--- src/hw/block_render_pkg.sv ---
`default_nettype none

package block_render_pkg;

    ////////////////////////////////////////
    // board geometry
    ////////////////////////////////////////

    localparam int board_cols  = 10;
    localparam int board_rows  = 20;
    localparam int board_cells = board_cols * board_rows;

    // cell index, also the wishbone address
    localparam int cell_adr_w = 8;

    // screen coordinate and corner depth widths
    localparam int coord_w = 11;
    localparam int depth_w = 6;

    ////////////////////////////////////////
    // shared types
    ////////////////////////////////////////

    // zero means an empty cell
    typedef logic [2:0] cell_color_t;

    // set bit = that side is exposed
    typedef struct packed {
        logic up;
        logic down;
        logic left;
        logic right;
    } face_mask_t;

    // one build list entry, 29 bits
    typedef struct packed {
        face_mask_t           faces;
        cell_color_t          color;
        logic [coord_w-1:0]   x;
        logic [coord_w-1:0]   y;
    } face_entry_t;

    // one cube corner, 36 bits
    typedef struct packed {
        logic [coord_w-1:0]   x;
        logic [coord_w-1:0]   y;
        logic [depth_w-1:0]   z;
        cell_color_t          color;
        face_mask_t           faces;
        logic                 last;
    } vertex_t;

endpackage

`default_nettype wire
--- src/hw/block_render_top.sv ---
`timescale 1ns/1ns
`default_nettype none

module block_render_top
    import block_render_pkg::*;
#(
    parameter int cell_pitch  = 24,
    parameter int origin_x    = 200,
    parameter int origin_y    = 100,
    parameter int block_depth = 24,
    parameter int fifo_depth  = 4
) (
    input  wire logic                  sysclk,
    input  wire logic                  reset,
    input  wire logic                  wb_cyc,
    input  wire logic                  wb_stb,
    input  wire logic                  wb_we,
    input  wire logic [cell_adr_w-1:0] wb_adr,
    input  wire logic [7:0]            wb_dat_w,
    input  wire logic                  scan_start,
    input  wire logic                  vtx_ready,
    output logic [7:0]                 wb_dat_r,
    output logic                       wb_ack,
    output logic                       scan_busy,
    output logic                       scan_done,
    output logic                       vtx_valid,
    output logic [coord_w-1:0]         vtx_x,
    output logic [coord_w-1:0]         vtx_y,
    output logic [depth_w-1:0]         vtx_z,
    output cell_color_t                vtx_color,
    output face_mask_t                 vtx_faces,
    output logic                       vtx_last
);

    logic [board_cells-1:0] occupied;
    logic [cell_adr_w-1:0]  scan_index;
    cell_color_t            scan_color;

    // scanner to entry fifo
    logic                   scan_valid;
    logic                   scan_ready;
    face_entry_t            scan_entry;

    // entry fifo to corner generator
    logic                   ent_valid;
    logic                   ent_ready;
    face_entry_t            ent_data;

    // corner generator to vertex fifo
    logic                   gen_valid;
    logic                   gen_ready;
    vertex_t                gen_vtx;
    vertex_t                vtx_q;

    ////////////////////////////////////////
    // board and scan
    ////////////////////////////////////////

    board_store u_board_store (
        .sysclk     (sysclk),
        .reset      (reset),
        .wb_cyc     (wb_cyc),
        .wb_stb     (wb_stb),
        .wb_we      (wb_we),
        .wb_adr     (wb_adr),
        .wb_dat_w   (wb_dat_w),
        .scan_index (scan_index),
        .wb_dat_r   (wb_dat_r),
        .wb_ack     (wb_ack),
        .occupied   (occupied),
        .scan_color (scan_color)
    );

    face_scanner #(
        .cell_pitch (cell_pitch),
        .origin_x   (origin_x),
        .origin_y   (origin_y)
    ) u_face_scanner (
        .sysclk      (sysclk),
        .reset       (reset),
        .scan_start  (scan_start),
        .occupied    (occupied),
        .scan_color  (scan_color),
        .in_ready    (scan_ready),
        .scan_index  (scan_index),
        .scan_busy   (scan_busy),
        .scan_done   (scan_done),
        .entry_valid (scan_valid),
        .entry       (scan_entry)
    );

    ////////////////////////////////////////
    // entry stream to vertex stream
    ////////////////////////////////////////

    entry_fifo #(
        .payload_t  (face_entry_t),
        .fifo_depth (fifo_depth)
    ) u_entry_fifo (
        .sysclk    (sysclk),
        .reset     (reset),
        .in_valid  (scan_valid),
        .in_data   (scan_entry),
        .out_ready (ent_ready),
        .in_ready  (scan_ready),
        .out_valid (ent_valid),
        .out_data  (ent_data)
    );

    cube_corner_gen #(
        .cell_pitch  (cell_pitch),
        .block_depth (block_depth)
    ) u_cube_corner_gen (
        .sysclk        (sysclk),
        .reset         (reset),
        .entry_valid   (ent_valid),
        .entry         (ent_data),
        .vtx_out_ready (gen_ready),
        .entry_ready   (ent_ready),
        .vtx_out_valid (gen_valid),
        .vtx_out       (gen_vtx)
    );

    entry_fifo #(
        .payload_t  (vertex_t),
        .fifo_depth (fifo_depth)
    ) u_vertex_fifo (
        .sysclk    (sysclk),
        .reset     (reset),
        .in_valid  (gen_valid),
        .in_data   (gen_vtx),
        .out_ready (vtx_ready),
        .in_ready  (gen_ready),
        .out_valid (vtx_valid),
        .out_data  (vtx_q)
    );

    // vertex fields out as loose ports
    assign vtx_x     = vtx_q.x;
    assign vtx_y     = vtx_q.y;
    assign vtx_z     = vtx_q.z;
    assign vtx_color = vtx_q.color;
    assign vtx_faces = vtx_q.faces;
    assign vtx_last  = vtx_q.last;

endmodule

`default_nettype wire

--- src/hw/cube_corner_gen.sv ---
`timescale 1ns/1ns
`default_nettype none

module cube_corner_gen
    import block_render_pkg::*;
#(
    parameter int cell_pitch  = 24,
    parameter int block_depth = 24
) (
    input  wire logic        sysclk,
    input  wire logic        reset,
    input  wire logic        entry_valid,
    input  wire face_entry_t entry,
    input  wire logic        vtx_out_ready,
    output logic             entry_ready,
    output logic             vtx_out_valid,
    output vertex_t          vtx_out
);

    face_entry_t held;
    logic        loaded;
    logic [2:0]  corner;
    logic        vtx_fire;
    logic        last_corner;

    assign last_corner   = (corner == 3'd7);
    assign vtx_fire      = loaded && vtx_out_ready;
    assign vtx_out_valid = loaded;

    // next entry may enter as corner 7 leaves
    assign entry_ready = !loaded || (vtx_fire && last_corner);

    always_ff @(posedge sysclk) begin
        if (reset) begin
            loaded <= 1'b0;
            corner <= '0;
        end else if (entry_valid && entry_ready) begin
            loaded <= 1'b1;
            corner <= '0;
        end else if (vtx_fire) begin
            corner <= corner + 1'b1;
            if (last_corner) begin
                loaded <= 1'b0;
            end
        end
    end

    always_ff @(posedge sysclk) begin
        if (entry_valid && entry_ready) begin
            held <= entry;
        end
    end

    ////////////////////////////////////////
    // corner k from its index bits
    ////////////////////////////////////////

    always_comb begin
        vtx_out.x     = held.x + (corner[0] ? coord_w'(cell_pitch) : '0);
        vtx_out.y     = held.y + (corner[1] ? coord_w'(cell_pitch) : '0);
        // bit 2 selects the far face
        vtx_out.z     = corner[2] ? depth_w'(block_depth) : '0;
        vtx_out.color = held.color;
        vtx_out.faces = held.faces;
        vtx_out.last  = last_corner;
    end

endmodule

`default_nettype wire

--- src/hw/entry_fifo.sv ---
`timescale 1ns/1ns
`default_nettype none

module entry_fifo #(
    parameter type payload_t  = logic [7:0],
    parameter int  fifo_depth = 4
) (
    input  wire logic     sysclk,
    input  wire logic     reset,
    input  wire logic     in_valid,
    input  wire payload_t in_data,
    input  wire logic     out_ready,
    output logic          in_ready,
    output logic          out_valid,
    output payload_t      out_data
);

    localparam int ptr_w = (fifo_depth > 1) ? $clog2(fifo_depth) : 1;
    localparam int cnt_w = $clog2(fifo_depth + 1);

    payload_t         mem [fifo_depth];
    logic [ptr_w-1:0] wr_ptr;
    logic [ptr_w-1:0] rd_ptr;
    logic [cnt_w-1:0] count;
    logic             push;
    logic             pop;

    // pointer advance with wrap for any depth
    function automatic logic [ptr_w-1:0] ptr_next(input logic [ptr_w-1:0] p);
        return (p == ptr_w'(fifo_depth - 1)) ? '0 : p + 1'b1;
    endfunction

    assign in_ready  = (count != cnt_w'(fifo_depth));
    assign out_valid = (count != '0);
    assign out_data  = mem[rd_ptr];
    assign push      = in_valid && in_ready;
    assign pop       = out_valid && out_ready;

    always_ff @(posedge sysclk) begin
        if (reset) begin
            wr_ptr <= '0;
            rd_ptr <= '0;
            count  <= '0;
        end else begin
            if (push) begin
                wr_ptr <= ptr_next(wr_ptr);
            end
            if (pop) begin
                rd_ptr <= ptr_next(rd_ptr);
            end
            case ({push, pop})
                2'b10:   count <= count + 1'b1;
                2'b01:   count <= count - 1'b1;
                default: count <= count;
            endcase
        end
    end

    always_ff @(posedge sysclk) begin
        if (push) begin
            mem[wr_ptr] <= in_data;
        end
    end

endmodule

`default_nettype wire

--- src/hw/face_scanner.sv ---
`timescale 1ns/1ns
`default_nettype none

module face_scanner
    import block_render_pkg::*;
#(
    parameter int cell_pitch = 24,
    parameter int origin_x   = 200,
    parameter int origin_y   = 100
) (
    input  wire logic                   sysclk,
    input  wire logic                   reset,
    input  wire logic                   scan_start,
    input  wire logic [board_cells-1:0] occupied,
    input  wire cell_color_t            scan_color,
    input  wire logic                   in_ready,
    output logic [cell_adr_w-1:0]       scan_index,
    output logic                        scan_busy,
    output logic                        scan_done,
    output logic                        entry_valid,
    output face_entry_t                 entry
);

    localparam int row_w = $clog2(board_rows);
    localparam int col_w = $clog2(board_cols);

    logic [row_w-1:0]      row;
    logic [col_w-1:0]      col;
    logic [coord_w-1:0]    pos_x;
    logic [coord_w-1:0]    pos_y;
    logic                  here;
    logic                  last_cell;
    logic                  step;
    logic                  at_top;
    logic                  at_bottom;
    logic                  at_left;
    logic                  at_right;
    logic [cell_adr_w-1:0] up_idx;
    logic [cell_adr_w-1:0] down_idx;
    logic [cell_adr_w-1:0] left_idx;
    logic [cell_adr_w-1:0] right_idx;
    face_mask_t            faces;

    assign here      = occupied[scan_index];
    assign last_cell = (scan_index == cell_adr_w'(board_cells - 1));

    // empty cells never wait on the fifo
    assign step = scan_busy && (!here || in_ready);

    ////////////////////////////////////////
    // neighbour lookup
    ////////////////////////////////////////

    assign at_top    = (row == '0);
    assign at_bottom = (row == row_w'(board_rows - 1));
    assign at_left   = (col == '0);
    assign at_right  = (col == col_w'(board_cols - 1));

    // clamp to the cell itself at the edges, edge flag wins anyway
    assign up_idx    = at_top    ? scan_index : scan_index - cell_adr_w'(board_cols);
    assign down_idx  = at_bottom ? scan_index : scan_index + cell_adr_w'(board_cols);
    assign left_idx  = at_left   ? scan_index : scan_index - 1'b1;
    assign right_idx = at_right  ? scan_index : scan_index + 1'b1;

    always_comb begin
        faces.up    = at_top    || !occupied[up_idx];
        faces.down  = at_bottom || !occupied[down_idx];
        faces.left  = at_left   || !occupied[left_idx];
        faces.right = at_right  || !occupied[right_idx];
    end

    assign entry_valid = scan_busy && here;

    always_comb begin
        entry.faces = faces;
        entry.color = scan_color;
        entry.x     = pos_x;
        entry.y     = pos_y;
    end

    ////////////////////////////////////////
    // row-major walk
    ////////////////////////////////////////

    always_ff @(posedge sysclk) begin
        if (reset) begin
            scan_busy  <= 1'b0;
            scan_done  <= 1'b0;
            scan_index <= '0;
            row        <= '0;
            col        <= '0;
        end else begin
            scan_done <= 1'b0;
            if (!scan_busy) begin
                if (scan_start) begin
                    scan_busy  <= 1'b1;
                    scan_index <= '0;
                    row        <= '0;
                    col        <= '0;
                end
            end else if (step) begin
                if (last_cell) begin
                    scan_busy <= 1'b0;
                    scan_done <= 1'b1;
                end else begin
                    scan_index <= scan_index + 1'b1;
                    if (at_right) begin
                        col <= '0;
                        row <= row + 1'b1;
                    end else begin
                        col <= col + 1'b1;
                    end
                end
            end
        end
    end

    // screen origin follows the counters by adding the pitch
    always_ff @(posedge sysclk) begin
        if (!scan_busy) begin
            pos_x <= coord_w'(origin_x);
            pos_y <= coord_w'(origin_y);
        end else if (step && !last_cell) begin
            if (at_right) begin
                pos_x <= coord_w'(origin_x);
                pos_y <= pos_y + coord_w'(cell_pitch);
            end else begin
                pos_x <= pos_x + coord_w'(cell_pitch);
            end
        end
    end

endmodule

`default_nettype wire

--- src/hw/board_store.sv ---
`timescale 1ns/1ns
`default_nettype none

module board_store
    import block_render_pkg::*;
(
    input  wire logic                  sysclk,
    input  wire logic                  reset,
    input  wire logic                  wb_cyc,
    input  wire logic                  wb_stb,
    input  wire logic                  wb_we,
    input  wire logic [cell_adr_w-1:0] wb_adr,
    input  wire logic [7:0]            wb_dat_w,
    input  wire logic [cell_adr_w-1:0] scan_index,
    output logic [7:0]                 wb_dat_r,
    output logic                       wb_ack,
    output logic [board_cells-1:0]     occupied,
    output cell_color_t                scan_color
);

    cell_color_t cells [board_cells];
    logic        wb_req;
    logic        adr_ok;

    // new request only while no ack is pending
    assign wb_req = wb_cyc && wb_stb && !wb_ack;

    // indices past the board are acked but do nothing
    assign adr_ok = (wb_adr < cell_adr_w'(board_cells));

    ////////////////////////////////////////
    // wishbone side
    ////////////////////////////////////////

    always_ff @(posedge sysclk) begin
        if (reset) begin
            wb_ack <= 1'b0;
            for (int i = 0; i < board_cells; i++) begin
                cells[i] <= '0;
            end
        end else begin
            wb_ack <= wb_req;
            // write lands on the same edge that raises ack
            if (wb_req && wb_we && adr_ok) begin
                cells[wb_adr] <= cell_color_t'(wb_dat_w[2:0]);
            end
        end
    end

    // read data, valid during the ack cycle
    always_ff @(posedge sysclk) begin
        if (wb_req) begin
            wb_dat_r <= adr_ok ? {5'b0, cells[wb_adr]} : 8'h00;
        end
    end

    ////////////////////////////////////////
    // scanner side
    ////////////////////////////////////////

    always_comb begin
        for (int i = 0; i < board_cells; i++) begin
            occupied[i] = |cells[i];
        end
    end

    assign scan_color = (scan_index < cell_adr_w'(board_cells)) ? cells[scan_index] : '0;

endmodule

`default_nettype wire

--- config.mk ---
export PLATFORM = sky130hd
export DESIGN_NAME = block_render_top
export DESIGN_NICKNAME = d
export VERILOG_FILES = /design/src/hw/block_render_pkg.sv /design/src/hw/block_render_top.sv /design/src/hw/cube_corner_gen.sv /design/src/hw/entry_fifo.sv /design/src/hw/face_scanner.sv /design/src/hw/board_store.sv
export SDC_FILE = /design/constraint.sdc
export NUM_CORES = 2
export LEC_CHECK = 0
export BUFFER_PORTS_ARGS = -buffer_cell sky130_fd_sc_hd__buf_4
export CORE_MARGIN = 2
export CORE_UTILIZATION = 64
export DETAILED_ROUTE_END_ITERATION = 16
export GPL_ROUTABILITY_DRIVEN = 0
export PLACE_DENSITY = 0.81
export SLEW_MARGIN = 25
export SYNTH_ARGS = -nofsm -noshare
export SYNTH_HDL_FRONTEND = slang
export SYNTH_SLANG_ARGS = --single-unit
--- constraint.sdc ---
create_clock -name sysclk -period 5.6 [get_ports sysclk]
set_input_delay 0.28 -clock sysclk [delete_from_list [all_inputs] [get_ports sysclk]]
set_output_delay 0.28 -clock sysclk [all_outputs]
set_load 0.05 [all_outputs]
======== Word-level counts from Yosys, hierarchy flattened ========
Memories as Yosys holds them, arrays and structs flattened. A register that Yosys moved wholly into a read port is not among the register bits.
Index checks and enable logic that the tools add are counted.
operators by class
  add/sub/neg operators ................... 19
  order comparisons ....................... 7
  eq/ne operators ......................... 17
  muxes and demuxes ....................... 63
  bitwise logic cells ..................... 2
  reductions and logical operators ........ 243
operators by type and width
  cell                     count
  $reduce_or A3 Y1         202
  $mux W8                  11
  $lt A8 B9 Y1 const B     5
  $bmux W1 S8              5
  $mux W5                  8
  $mux W1                  23
  $add A11 B11 Y11         2
  $add A11 B5 Y11 const B  2
  $mux W4                  5
  $lt A8 B8 Y1 const B     2
  $eq A2 B2 Y1 const B     6
  $logic_and A1 B1 Y1      12
  $mux W2                  6
  $pmux W3 S2              2
  $mux W11                 1
  $reduce_bool A2 Y1       5
  $add A3 B1 Y3 const B    3
  $logic_not A1 Y1         9
  $add A2 B1 Y2 const B    4
  $add A8 B1 Y8 const B    1
  $add A8 B4 Y8 const B    1
  $eq A8 B8 Y1 const B     1
  $sub A8 B1 Y8 const B    1
  $sub A8 B4 Y8 const B    1
  19 further kinds         33
word-level totals
  flip-flop bits (word level) ............. 65
  bits in writable memories ............... 856
  input port bits ......................... 23
  output and inout bits ................... 48
  memories kept ........................... 3
memory list
  name                 words  bits a word  rd ports  clocked after memory_dff  wr ports  line               source
  u_board_store.cells  200    3            202       2                         200       board_store.sv:21  cell_color_t cells [board_cells];
  u_vertex_fifo.mem    4      35           1         1                         1         entry_fifo.sv:21   payload_t mem [fifo_depth];
  u_entry_fifo.mem     4      29           1         1                         1         entry_fifo.sv:21

======== Longest topological paths before layout ========
An unclocked memory read counts as a cell.
  depth in word-level cells ............... 11
  gate-level depth with buffers ........... 17
  mapped depth without buffers ............ 13

======== By module ========
Synthesis repeated with hierarchy kept, for this count alone.
second synthesis, totals
  cell total of the unflattened synthesis .. 4,810
  area total of the unflattened synthesis .. 62,566.3 um2
by module, submodules not included
  module                       times used  cells an instance  area each (um2)  sequential area each (um2)
  board_store                  1           2,912              38,667.1         21,490.6
  face_scanner                 1           1,348              12,030.3         700.7
  entry_fifo at u_vertex_fifo  1           240                5,688.0          4,504.3
  entry_fifo at u_entry_fifo   1           203                4,664.5          3,663.5
  cube_corner_gen              1           107                1,516.5          950.9

======== Least setup slack after synthesis ========
OpenSTA, ideal clock, no wires.
  path kind ............................... reg-to-reg
  start point ............................. reg u_face_scanner.scan_index[1]
  end point ............................... mem u_entry_fifo.mem[0][25] in the netlist's numbering, data pin
  arrival ................................. 3.679 ns
  data required time ...................... 5.383 ns
  path slack .............................. 1.704 ns
  cell stages (with the launch flop) ...... 16
  buffers on the path ..................... 6
  period minus slack after synthesis ...... 3.896 ns
  path through ............................ dfxtp_1 buf_4 inv_4 buf_6 buf_4 buf_2 ha_1 a21oi_2 buf_2 buf_2 mux4_2 nor2_1 a31oi_1 a211oi_1 nor2_1 a211oi_1
RTL lines
  item                      line                 source
  start: declaration        face_scanner.sv:17   output logic [cell_adr_w-1:0] scan_index,
  start signal: assignment  face_scanner.sv:106  scan_index <= scan_index + 1'b1;
  end: declaration          entry_fifo.sv:21

==> results.md <==
Timing:
- The final number of hold-violating endpoints is 0.
- The final period demand of the worst path is between 4 and 5 ns.
- The portion of the clock cycle consumed by the worst path in the final layout is a little under 90%.
- The relative max-transition margin is around 20%.
- Setup repair after global routing left no endpoint under its margin.
- The final-report setup violation count is 0.
- The worst-margin pin slew is 1.20 ns.
- The final worst clock skew is roughly 0.065 ns.
- The final-report max-slew violation count is 0.
- The post-route setup TNS is 0 ns.
- The top achievable clock speed is 201 MHz.

Synth:
- The number of distinct library cell variants in the gate-level netlist after synthesis is 88.
- Yosys instantiated no cell more often than edfxtp_1.
- By count the netlist is led by edfxtp_1, nor2_1, mux4_2.
- For this run, the leading register cell type out of synthesis is edfxtp_1.
- The share of the synthesized area in the top cell type is roughly half.
- The area of the mapped netlist is around 60000 um2.
- Yosys printed 0 warnings.
- Yosys mapped a number of flops with a built-in enable equal to about 1000.
- The fraction of synthesis flops using an asynchronous set or reset pin is 0%.
- In the post-synthesis netlist, the biggest area contributors are edfxtp_1, mux4_2, nor2_1.
- Synthesis handed over a netlist of 4266 instances.
- In this run the mean area of a mapped cell was 14.1 um2.
- The largest total area in the synthesized netlist belongs to edfxtp_1.
- The sequential fraction of the synthesis area is between 50% and 60%.
- The synthesized design contains between 1000 and 1500 register bits.

Power:
- In this run, flip-flops and latches consume between 40 and 50% of the power.
- The analysis attributes to net switching a power of between 0.006 and 0.007 W.
- Summing internal, switching and leakage power gives between 0.02 and 0.025 W.
- The leakage power summed over all cells is between 20 and 25 nW.
- The combinational share of power is between 20% and 30%.
- Across the VDD grid, the largest voltage drop is ~0.27 mV.
- The areal power density over the cells is around 340 nW/um2.
- The clock network is responsible for between 30% and 40% of the overall power.
- The switching part of the total power is 30.3%.
- The internal portion of the total power is approximately 0.016 W.

Route:
- The number of iterations in the first detailed-routing pass is 9.
- After detailed routing, the number of remaining DRC violations is 0.
- The detail route stage leaves a number of antenna-violating nets equal to 0.
- Wires add up to ~200000 um.
- Using the TritonRoute via totals, the vias-per-cell ratio works out to slightly below 8.
- The routed wirelength normalized by instance count is 34.8 um.
- For this block, the initial DRC count from the detailed router was 9239.
- The via total after detailed routing is 44624.

Critical path:
- The number of buffers and inverters on the critical path is 1.
- For this run, the slowest stage of the critical path takes around 0.88 ns.
- Data on the critical path is required at its endpoint by 6.27 ns.
- The kind of critical path is reg2reg.
- The endpoint class of the critical path is a flop.
- The data arrival time of the critical path is roughly 5.7 ns.
- The slowest stage cell on the critical path is nor3_1.
- Of all nets on the critical path, the largest fanout is 8.
- The kind of cell with the highest combined delay on the critical path is compound AO/OA/AOI/OAI gates.
- The worst setup path is launched from a flop.
- Walking the worst path, the cells encountered are nor3_1 > mux4_2 > a22o_1 > a211oi_1 > o221ai_1 > o31ai_2 > o311ai_2 > ha_1 > inv_1 > fa_1 > xor2_1 > or3_1 > a21oi_1.

Layout:
- The final design utilization is 71.0%.
- The area added between synthesis and finish is 9.92%.
- The final design area excluding fillers is between 60000 and 70000 um2.
- The final net count is ~4400.
- The layout has a little under 6000 filler cells.
- Cells with a size suffix above 1 make up 25.3% of the layout.

Floorplanning:
- The total area inside the core boundary comes to ~93000 um2.
- The I/O pin count is 71.
- The total number of placement rows is about 110.
- The die is slightly above 300 um wide.
- The height of the chip is 311 um.
- The die covers a little under 100000 um2.
- The effective utilization at floorplan is 64.6%.

Clocking:
- At the later pin of the worst-skew pair, clock insertion delay measures about 0.8 ns.
- The number of gates resized after CTS was 0.
- The number of buffers added by the clock tree synthesis step is about 100.
- No sink is reached through more buffers than the 3 on the longest clock path.
- The clock transition at the registers of the reported paths is ~0.060 ns.
- The tree built by TritonCTS fans out to around 1100 sinks.
- The number of H-tree levels is 3.
- The CTS tree is built.
- In this run the clock root is driven by a clkbuf_16.

Worst hold path:
- The worst hold-check path type is in2reg.

Placement:
- The post-DP HPWL is 129000 um.
- After detailed placement, the total cell area comes to 62600 um2.
- Input and output buffers added on the ports amount to 50.

Global route:
- Entering global routing, the biggest net connects around 150 pins.
- The first-pass GRT wire length is around 290000 um.
- The number of antenna violations at the first check in global routing is 12.
- The global routing usage summed across all routing layers is around 41%.
- The number of global-route vias before repair is 43597.
- The aggregate global routing overflow is 0.

Run status:
- The flow ran to the end, and the final reports show no timing, DRC or antenna violations.

Job:
- The number of violations of the max-capacitance limit is 0.
## repair_timing
action	4_1_cts	5_1_grt
hold endpoints to repair	7	0
setup buffers	0	0
hold buffers	4	0
## path summary, 6_finish.rpt
check / startpoint / end / slack [ns] / depth (start not counted)
worst min-delay path: reset / u_entry_fifo.count[1] / 0.08 / 2
worst max register to register: u_board_store.cells[133][0] / u_entry_fifo.count[2] / 0.62 / 13
worst min register to register: u_face_scanner.row[4] / u_face_scanner.row[4] / 0.51 / 2
worst max-delay path: u_board_store.cells[133][0] / u_entry_fifo.count[2] / 0.62 / 13
## flip-flops by register name, indices dropped and copies added (netlist names), 7 cells and up, named ones only
name                       flops
u_board_store.cells          768
u_cube_corner_gen.held        16
u_cube_corner_gen.vtx_out      7
u_entry_fifo.mem              92
u_face_scanner.pos_x           8
u_face_scanner.pos_y           8
u_face_scanner.scan_index      8
u_vertex_fifo.mem            100
## cells in the final DEF, fill, tap and decap left out, drive strengths merged, types with 13 or more instances in the layout
cell / Yosys / final
edfxtp: 986 / 986
nor2: 710 / 710
mux4: 679 / 679
nor3: 223 / 223
a21o: 204 / 204
buf: 161 / 197
nand2: 187 / 187
conb: 2 / 183
mux2i: 178 / 178
clkbuf: 246 / 140
dfxtp: 64 / 64
a21oi: 61 / 61
nand3: 57 / 57
clkinv: 3 / 48
inv: 41 / 44
a211oi: 42 / 42
o21ai: 37 / 37
xnor2: 36 / 36
ha: 30 / 30
and2: 26 / 26
or3: 22 / 22
a31oi: 22 / 22
nor4: 16 / 16
a22oi: 15 / 15
xor2: 15 / 15
nor2b: 14 / 14
o22ai: 13 / 13
## per-layer routing
layer | GRT usage, % | vias up | share of wire, %
met5 | 0 | - | 0.11
li1 | - | 16916 | -
met2 | 60.5 | 4838 | 44
met3 | 15.9 | 1146 | 17
met4 | 26.6 | 20 | 8.3
met1 | 50.9 | 21704 | 30
## power groups by stage
| stage | Clock, W | Combinational, W | Sequential, W |
|---|---|---|---|
| floorplan | 0 | 0.00370 | 0.00971 |
| global placement | 0 | 0.00486 | 0.00992 |
| detailed placement | 0 | 0.00498 | 0.00999 |
| CTS | 0.00717 | 0.00506 | 0.00986 |
| global route | 0.00746 | 0.00539 | 0.00992 |
| finish | 0.00719 | 0.00524 | 0.00988 |
## layout make-up
cell class	instances	area, um2	area share [%]
timing repair buffer	203	1740	2.62
sequential	1050	30900	46.7
clock inverter	59	623	0.941
antenna	5	12.5	0.0189
multi-input combinational	2946	28400	42.8
inverter	44	170	0.257
tap	1254	1570	2.37
clock buffer	138	2850	4.31
## cells by family (layout without fill, tap and decap cells)
logic type | after synthesis | count (layout) | share of synthesized area [%]
multiplexers | 866 | 866 | 28.5
XOR/XNOR | 51 | 51 | 0.785
adder cells (fa/ha/maj) | 34 | 34 | 0.756
AO/OA/AOI/OAI | 492 | 492 | 5.88
flip-flops | 1050 | 1050 | 51.3
AND/OR/NAND/NOR | 1320 | 1320 | 9.51
buffers and inverters | 451 | 444 | 3.29
other | 2 | 188 | 0.0125
## per-stage QoR
stage | setup WS [ns] | hold slack [ns] | cells
2_1_floorplan | 1.70 | 0.379 | 4447
5_1_grt | 0.481 | 0.0890 | 5695
3_5_place_dp | 0.931 | 0.488 | 5491
4_1_cts | 0.902 | 0.0528 | 5692
6_report | 0.622 | 0.0839 | 5699
3_3_place_gp | 0.945 | 0.470 | 5489
No activity file was read; power rests on OpenSTA's default activity.
